$ cat src/design/ctrl_cfg.svh
//==========================================================================
// Bank controller configuration: datapath geometry, field widths,
// opcode encodings and instruction lengths
//==========================================================================

`ifndef CTRL_CFG_SVH
`define CTRL_CFG_SVH

//==========================================================================
// Datapath geometry
//==========================================================================
`define CTRL_N_BANKS      4   // Register banks
`define CTRL_BANK_ADDR_L  3   // Word address inside one bank
`define CTRL_MEM_ADDR_L   6   // RAM row address
`define CTRL_XBAR_SEL_L   2   // Crossbar source select per bank

//==========================================================================
// Instruction stream
//==========================================================================
`define CTRL_OPCODE_L     2
`define CTRL_INSTR_L      34  // Input word, also the longest instruction

// Opcode encodings
`define CTRL_OP_NOP       0
`define CTRL_OP_LD        1
`define CTRL_OP_ST        2
`define CTRL_OP_CP        3

// Lengths in bits, opcode included
`define CTRL_LEN_NOP      2
`define CTRL_LEN_LD       12  // opcode + en + ram addr
`define CTRL_LEN_ST       24  // LD fields + per-bank read addresses
`define CTRL_LEN_CP       34  // Three masks, read addresses, selects

`endif

$ cat src/design/ctrl_pkg.sv
//==========================================================================
// Controller types: opcodes, instruction formats, control word and the
// opcode to length lookup
//==========================================================================

`include "ctrl_cfg.svh"

package ctrl_pkg;

  typedef enum logic [`CTRL_OPCODE_L-1:0] {
    OP_NOP = `CTRL_OP_NOP,
    OP_LD  = `CTRL_OP_LD,
    OP_ST  = `CTRL_OP_ST,
    OP_CP  = `CTRL_OP_CP
  } opcode_e;

  // Source of the bank write port
  typedef enum logic {
    WR_RAM  = 1'b0,
    WR_XBAR = 1'b1
  } wr_mode_e;

  typedef logic [`CTRL_N_BANKS-1:0]    bank_vec_t;  // One bit per bank
  typedef logic [`CTRL_BANK_ADDR_L-1:0] bank_addr_t;
  typedef logic [`CTRL_MEM_ADDR_L-1:0]  mem_addr_t;
  typedef logic [`CTRL_XBAR_SEL_L-1:0]  xbar_sel_t;

  typedef logic [$clog2(`CTRL_INSTR_L+1)-1:0]   instr_len_t;  // 0 to 34
  typedef logic [$clog2(2*`CTRL_INSTR_L+1)-1:0] fill_t;       // 0 to 68

  //========================================================================
  // Instruction formats, opcode in the low bits
  //========================================================================
  typedef struct packed {
    logic [`CTRL_INSTR_L-`CTRL_LEN_LD-1:0] pad;
    mem_addr_t                             ram_addr;
    bank_vec_t                             en;       // RAM read, bank write
    opcode_e                               opcode;
  } ld_fmt_t;

  typedef struct packed {
    logic [`CTRL_INSTR_L-`CTRL_LEN_ST-1:0] pad;
    bank_addr_t [`CTRL_N_BANKS-1:0]        rd_addr;  // Bank 0 lowest
    mem_addr_t                             ram_addr;
    bank_vec_t                             en;
    opcode_e                               opcode;
  } st_fmt_t;

  typedef struct packed {
    xbar_sel_t  [`CTRL_N_BANKS-1:0] xbar_sel;  // Source bank per destination
    bank_addr_t [`CTRL_N_BANKS-1:0] rd_addr;
    bank_vec_t                      inv_mask;
    bank_vec_t                      rd_mask;
    bank_vec_t                      wr_mask;
    opcode_e                        opcode;
  } cp_fmt_t;

  // Same word seen through each format
  typedef union packed {
    logic [`CTRL_INSTR_L-1:0] raw;
    ld_fmt_t                  ld;
    st_fmt_t                  st;
    cp_fmt_t                  cp;
  } instr_t;

  //========================================================================
  // Control word to RAM, banks and crossbar
  //========================================================================
  typedef struct packed {
    wr_mode_e                       wr_mode;
    mem_addr_t                      ram_addr;
    bank_vec_t                      ram_we;
    bank_vec_t                      ram_re;
    bank_vec_t                      reg_we;
    bank_vec_t                      reg_re;
    bank_vec_t                      reg_inv;
    bank_addr_t [`CTRL_N_BANKS-1:0] reg_rd_addr;
    xbar_sel_t  [`CTRL_N_BANKS-1:0] xbar_sel;
    bank_vec_t                      xbar_en;
  } ctrl_word_t;

  function automatic instr_len_t instr_len(input opcode_e op);
    instr_len_t len;
    case (op)
      OP_LD:   len = instr_len_t'(`CTRL_LEN_LD);
      OP_ST:   len = instr_len_t'(`CTRL_LEN_ST);
      OP_CP:   len = instr_len_t'(`CTRL_LEN_CP);
      default: len = instr_len_t'(`CTRL_LEN_NOP);
    endcase
    return len;
  endfunction

endpackage

$ cat src/design/instr_fetcher.sv
//==========================================================================
// Instruction fetcher: two-word shift buffer that realigns variable-length
// instructions to bit 0 and hands them out one at a time
//==========================================================================

`timescale 1ns/1ps

`include "ctrl_cfg.svh"

// Buffer layout
//
//   bit 67                          fill                    bit 0
//   |      empty (zero)           |   valid bits         |
//                                 ^                      ^
//                   accepted word lands here    head instruction, shifts
//                                               out to the right
//
module instr_fetcher import ctrl_pkg::*; (
  input  logic   clk,
  input  logic   arst_n,
  input  instr_t in_word,
  input  logic   in_vld,
  output logic   in_rdy,
  output instr_t head,
  output logic   head_vld,
  input  logic   head_rdy
);

  typedef logic [2*`CTRL_INSTR_L-1:0] shreg_t;

  shreg_t     shreg_q;
  shreg_t     shreg_d;
  shreg_t     word_ext;   // Input word placed at the append point
  fill_t      fill_q;     // Valid bits from bit 0 upward
  fill_t      fill_d;
  fill_t      base;       // Fill left after this cycle's consumption
  instr_len_t head_len;
  instr_len_t shift_len;
  logic       consume;
  logic       accept;

  //========================================================================
  // Handshakes
  //========================================================================
  assign head     = instr_t'(shreg_q[`CTRL_INSTR_L-1:0]);
  assign head_len = instr_len(head.ld.opcode);  // Opcode sits at bit 0 in every format

  // Whole opcode present, then the whole instruction
  assign head_vld = (fill_q >= fill_t'(`CTRL_LEN_NOP)) &&
                    (fill_q >= fill_t'(head_len));

  // Room for a full word whatever the decoder does this cycle
  assign in_rdy = (fill_q <= fill_t'(`CTRL_INSTR_L));

  assign consume = head_vld && head_rdy;
  assign accept  = in_vld && in_rdy;

  //========================================================================
  // Shift and append
  //========================================================================
  assign shift_len = consume ? head_len : '0;
  assign base      = fill_q - fill_t'(shift_len);
  assign word_ext  = shreg_t'(in_word.raw) << base;

  always_comb begin
    shreg_d = shreg_q >> shift_len;  // Zeros come in from the top
    fill_d  = base;
    if (accept) begin
      // Bits at and above base are zero after the shift
      shreg_d = shreg_d | word_ext;
      fill_d  = base + fill_t'(`CTRL_INSTR_L);
    end
  end

  //========================================================================
  // State
  //========================================================================
  always_ff @(posedge clk or negedge arst_n) begin
    if (!arst_n) begin
      shreg_q <= '0;
      fill_q  <= '0;
    end else begin
      shreg_q <= shreg_d;
      fill_q  <= fill_d;
    end
  end

endmodule

$ cat src/design/instr_decoder.sv
//==========================================================================
// Instruction decoder: head instruction to control word, held in a
// valid/ready output register
//==========================================================================

`timescale 1ns/1ps

`include "ctrl_cfg.svh"

module instr_decoder import ctrl_pkg::*; (
  input  logic       clk,
  input  logic       arst_n,
  input  instr_t     head,
  input  logic       head_vld,
  output logic       head_rdy,
  output ctrl_word_t ctrl,
  output logic       ctrl_vld,
  input  logic       ctrl_rdy
);

  ctrl_word_t dec;   // Decoded word before the output register
  logic       take;  // Head instruction consumed this cycle

  //========================================================================
  // Decode
  //========================================================================
  always_comb begin
    // Idle datapath with straight-through crossbar
    dec         = '0;
    dec.wr_mode = WR_RAM;
    for (int i = 0; i < `CTRL_N_BANKS; i++) begin
      dec.xbar_sel[i] = xbar_sel_t'(i);
    end

    case (head.ld.opcode)
      OP_LD: begin
        // RAM row into the enabled banks
        dec.ram_addr = head.ld.ram_addr;
        dec.ram_re   = head.ld.en;
        dec.reg_we   = head.ld.en;
      end

      OP_ST: begin
        dec.ram_addr    = head.st.ram_addr;
        dec.ram_we      = head.st.en;
        dec.reg_re      = head.st.en;
        dec.reg_inv     = head.st.en;  // Stored words are freed
        dec.reg_rd_addr = head.st.rd_addr;
        dec.xbar_en     = head.st.en;
      end

      OP_CP: begin
        dec.wr_mode     = WR_XBAR;
        dec.reg_we      = head.cp.wr_mask;
        dec.reg_re      = head.cp.rd_mask;
        dec.reg_inv     = head.cp.inv_mask;
        dec.reg_rd_addr = head.cp.rd_addr;
        dec.xbar_sel    = head.cp.xbar_sel;
        dec.xbar_en     = head.cp.wr_mask;  // Only written banks take the crossbar
      end

      default: ;  // NOP keeps the defaults
    endcase
  end

  //========================================================================
  // Output stage
  //========================================================================
  // Free when empty or when the held word leaves this cycle
  assign head_rdy = !ctrl_vld || ctrl_rdy;
  assign take     = head_vld && head_rdy;

  always_ff @(posedge clk or negedge arst_n) begin
    if (!arst_n) begin
      ctrl_vld <= 1'b0;
    end else if (head_rdy) begin
      ctrl_vld <= head_vld;
    end
  end

  always_ff @(posedge clk) begin
    if (take) begin
      ctrl <= dec;
    end
  end

endmodule

$ cat src/design/bank_controller.sv
//==========================================================================
// Bank controller front end: fetcher followed by decoder
//==========================================================================

`timescale 1ns/1ps

`include "ctrl_cfg.svh"

module bank_controller import ctrl_pkg::*; (
  input  logic       clk,
  input  logic       arst_n,
  // Packed instruction stream
  input  instr_t     in_word,
  input  logic       in_vld,
  output logic       in_rdy,
  // Control words to the datapath
  output ctrl_word_t ctrl,
  output logic       ctrl_vld,
  input  logic       ctrl_rdy
);

  // Fetcher to decoder
  instr_t head;
  logic   head_vld;
  logic   head_rdy;

  instr_fetcher u_fetcher (
    .clk      (clk),
    .arst_n   (arst_n),
    .in_word  (in_word),
    .in_vld   (in_vld),
    .in_rdy   (in_rdy),
    .head     (head),
    .head_vld (head_vld),
    .head_rdy (head_rdy)
  );

  instr_decoder u_decoder (
    .clk      (clk),
    .arst_n   (arst_n),
    .head     (head),
    .head_vld (head_vld),
    .head_rdy (head_rdy),
    .ctrl     (ctrl),
    .ctrl_vld (ctrl_vld),
    .ctrl_rdy (ctrl_rdy)
  );

endmodule

$ cat config.mk
export PLATFORM = sky130hd
export DESIGN_NAME = bank_controller
export DESIGN_NICKNAME = d
export VERILOG_FILES = /design/src/design/ctrl_pkg.sv /design/src/design/instr_fetcher.sv /design/src/design/instr_decoder.sv /design/src/design/bank_controller.sv
export VERILOG_INCLUDE_DIRS = /design/src /design/src/design
export SDC_FILE = /design/constraint.sdc
export NUM_CORES = 1
export LEC_CHECK = 0
export BUFFER_PORTS_ARGS = -buffer_cell sky130_fd_sc_hd__buf_2
export CAP_MARGIN = 5
export CORE_MARGIN = 1
export CORE_UTILIZATION = 39
export DETAILED_ROUTE_END_ITERATION = 6
export PLACE_DENSITY = 0.52
export SETUP_SLACK_MARGIN = 0.3
export SLEW_MARGIN = 20
export SYNTH_ARGS = -nofsm -noshare
export SYNTH_HDL_FRONTEND = slang
export SYNTH_SLANG_ARGS = --single-unit
export TNS_END_PERCENT = 100
$ cat constraint.sdc
create_clock -name clk -period 11.6 [get_ports clk]
set_clock_uncertainty 0.15 [all_clocks]
set_input_delay 2.32 -clock clk [delete_from_list [all_inputs] [get_ports clk]]
set_output_delay 2.32 -clock clk [all_outputs]
set_load 0.02 [all_outputs]
==> reports/metrics.cfg <==
[cells_and_area]
seq_area_um2=3408
area_delta_synth_final_pct=11.63
leading_cell_type_in_the_layout_fill_and_taps_excluded=sky130_fd_sc_hd__nand2_1
multi_input_area_um2=7355
layout-drive-gt1-share_pct=17.31
antenna_cells=0
filler_cell_count=2872
final-instance-count-excl-fill=1753
commonest_cells_after_routing_fill_and_taps_aside=sky130_fd_sc_hd__nand2_1 (129), sky130_fd_sc_hd__nor2_1 (119), sky130_fd_sc_hd__mux2i_1 (96)
postLayoutCellArea_um2=12570
final_stage_net_count=1417

[synthesis]
synth-edff-count=51
postSynth.topFlopCell=sky130_fd_sc_hd__dfrtp_1
synth-seq-cells=126
ys.warnings.count=0
synth-seq-area-share_pct=30.26
postSynthNetCount=1393
synth.cell_area_um2=11260
yosysUniqueCellTypes=87
avgSynthCellArea_um2=8.419
netlist_instances=1338
async_flop_share_pct=59.52

[routing]
detailroute.via_count=11950
drcViolationCount=0
wl_per_cell_um=28.49
average_via_count_per_standard_cell=6.816
detailedRoute.firstPassIterationCount=6
drt_first_iter_violations=1512
route.antenna.remaining_nets=0
route.final.wire_length_um=49940

[clock_tree]
post_cts.repair.setup_buffers=0
clock_tree.buffer_depth=2
cts_inserted_buffers=17
cts_root_buf=sky130_fd_sc_hd__clkbuf_16
clk-insertion-delay-late_ps=440
clk_transition_reported_paths_ps=70
cts_resized=0
cts_htree_levels=4
post_cts_hold_buffer_count=0
clock_tree_from_tritoncts=yes
clock_sink_count=126

[sta]
relSlewSlack_pct=24.56
final.min_clock_period_ps=8386
finalMaxSlewViolations=0
clock.fmax_mhz=119.2
final_worst_slack_ps=3214
worst-slew-pin-transition_ps=1129
fin_crit_sh_pct=72.30
setup-tns-final_ps=0
setup_repair_after_global_routing_missed_its_margin=false
finalHoldViolations=0
setup-violations-final=0

[die]
die_h_um=172.0
io_pins=91
coreArea_um2=28090
initial_core_util_pct=40.11
placementRows=61
die_width_um=172.0
design.die.area_um2=29570

[worst_setup_path]
cpMaxStageDelayCell=sky130_fd_sc_hd__fa_2
worstPathCellList=ha_2 > buf_4 > clkinv_1 > ha_1 > nand3_1 > o21a_1 > buf_4 > nor2_1 > clkinv_1 > buf_4 > fa_2 > inv_1 > nor2_1 > nand3_1 > o21ai_0 > nor2_1 > a211oi_1 > a31oi_1 > o221ai_1
worst_setup_path_start_kind=flip-flop
endpoint_kind=flip-flop
crit_family=buffers and inverters
cp.required_ps=11770
critPathMaxStageDelay_ps=1210
worstSetupPathType=reg2reg
critPathBufInv=6
worstPathMaxFanout=46
worstPathArrival_ps=8560

[global_route]
grt_max_degree=60
global_router_s_overall_resource_usage_pct=34.25
global_route.overflow_total=0
grt_antenna_before_repair=1
first_global_vias=10820
grt_pass1_wl_um=73910

[place]
dpl_cell_area_um2=12010
dpl_wire_length_um=34860
routabilityCongestion=0.9985
dp_worst_setup_slack_ps=3349
io_buffers=90
place_inst=1721

[run_status]
result_of_the_run=finished, final reports clean

[run]
cap_violations=0

[hold_path]
min-delay-path-class=reg2reg

synthesized netlist by cell type, types with 5 or more instances:
| master | number | area (um^2) |
|---|---|---|
| sky130_fd_sc_hd__and2_1 | 18 | 112.6 |
| sky130_fd_sc_hd__clkbuf_1 | 57 | 214.0 |
| sky130_fd_sc_hd__o211ai_1 | 23 | 172.7 |
| sky130_fd_sc_hd__mux2i_1 | 96 | 960.9 |
| sky130_fd_sc_hd__a211o_1 | 7 | 61.31 |
| sky130_fd_sc_hd__a22o_1 | 20 | 175.2 |
| sky130_fd_sc_hd__a221o_1 | 12 | 120.1 |
| sky130_fd_sc_hd__a22oi_1 | 19 | 142.6 |
| sky130_fd_sc_hd__a211oi_1 | 18 | 135.1 |
| sky130_fd_sc_hd__o21ai_0 | 84 | 420.4 |
| sky130_fd_sc_hd__o22a_1 | 7 | 61.31 |
| sky130_fd_sc_hd__inv_1 | 18 | 67.56 |
| sky130_fd_sc_hd__a221oi_1 | 8 | 70.07 |
| sky130_fd_sc_hd__o22ai_1 | 29 | 181.4 |
| sky130_fd_sc_hd__o21a_1 | 5 | 37.54 |
| sky130_fd_sc_hd__o221a_2 | 6 | 67.56 |
| sky130_fd_sc_hd__o221ai_1 | 28 | 245.2 |
| sky130_fd_sc_hd__edfxtp_1 | 51 | 1531 |
| sky130_fd_sc_hd__o2111ai_1 | 8 | 70.07 |
| sky130_fd_sc_hd__ha_1 | 16 | 200.2 |
| sky130_fd_sc_hd__a32o_1 | 7 | 70.07 |
| sky130_fd_sc_hd__nor2b_1 | 35 | 219.0 |
| sky130_fd_sc_hd__a2111oi_0 | 6 | 52.55 |
| sky130_fd_sc_hd__a31oi_1 | 28 | 175.2 |
| sky130_fd_sc_hd__nand4_1 | 15 | 93.84 |
| sky130_fd_sc_hd__nand2_1 | 129 | 484.2 |
| sky130_fd_sc_hd__nor2_1 | 120 | 450.4 |
| sky130_fd_sc_hd__xnor2_1 | 8 | 70.07 |
| sky130_fd_sc_hd__a21o_1 | 14 | 105.1 |
| sky130_fd_sc_hd__o31ai_1 | 5 | 37.54 |
| sky130_fd_sc_hd__mux4_2 | 13 | 292.8 |
| sky130_fd_sc_hd__a32oi_1 | 10 | 87.58 |
| sky130_fd_sc_hd__and3_1 | 8 | 50.05 |
| sky130_fd_sc_hd__mux2_2 | 29 | 326.6 |
| sky130_fd_sc_hd__nand3_1 | 37 | 185.2 |
| sky130_fd_sc_hd__dfrtp_1 | 75 | 1877 |
| sky130_fd_sc_hd__or3_1 | 5 | 31.28 |
| sky130_fd_sc_hd__nand2b_1 | 8 | 50.05 |
| sky130_fd_sc_hd__a21oi_1 | 87 | 435.4 |
| sky130_fd_sc_hd__buf_2 | 33 | 165.2 |
| sky130_fd_sc_hd__buf_1 | 20 | 75.07 |
| sky130_fd_sc_hd__nor3_1 | 35 | 175.2 |
through the flow:
stage | util [%] | hold slack [ps]
after detailed placement | 42.75 | 451.4
after global routing | 44.77 | 502.2
after floorplan | - | 381.8
after global placement | 42.75 | 442.7
after CTS | 44.77 | 464.1
final | 44.77 | 474.6
per-layer routing:
metal  GRT usage [%]  wire (um)
met2           49.70      20990
met5               0         10
met4           13.74       1933
met3           8.629       5855
met1           48.15      21150
layout make-up:
type,instances,share of cell area (%)
clock buffers,17,3.383
well taps,378,3.761
repair buffers,121,5.453
multi-input cells,1073,58.49
flip-flops and latches,126,27.10
inverters,23,0.6866
clock inverters,15,1.124
cells by family (layout without fill, tap and decap cells):
logic type                 after synthesis  in the layout  synth area share, %
AOI/OAI and AO/OA                      469            469                29.00
and+or+nand+nor                        437            437                18.49
buffers and inverters                  139            176                5.332
muxes                                  138            138                14.03
DFF                                    126            126                30.26
adders and majority gates               17             17                1.955
xor gates and xnor gates                12             12               0.9330
path summary, 6_finish.rpt:
kind                                            startpoint                         endpoint  slack (ps)  cells after the start
min in group asynchronous                           arst_n   u_fetcher.shreg_q[3]$_DFF_PN0_        1690                      1
max in group asynchronous                           arst_n  u_fetcher.shreg_q[48]$_DFF_PN0_        8530                      2
min                        u_fetcher.shreg_q[67]$_DFF_PN0_  u_fetcher.shreg_q[67]$_DFF_PN0_         470                      1
max reg2reg                 u_fetcher.shreg_q[1]$_DFF_PN0_  u_fetcher.shreg_q[38]$_DFF_PN0_        3210                     19
min reg2reg                u_fetcher.shreg_q[67]$_DFF_PN0_  u_fetcher.shreg_q[67]$_DFF_PN0_         470                      1
max                         u_fetcher.shreg_q[1]$_DFF_PN0_  u_fetcher.shreg_q[38]$_DFF_PN0_        3210                     19
registers in the layout (all words and copies together) (netlist names):
name	count
u_fetcher.shreg_q	68
u_decoder.ctrl	51
u_fetcher.fill_q	6
u_decoder.ctrl_vld	1
Power is left out: the tool's default activity adds up to more than one toggle a clock period on the data nets, which glitch-free logic cannot reach.
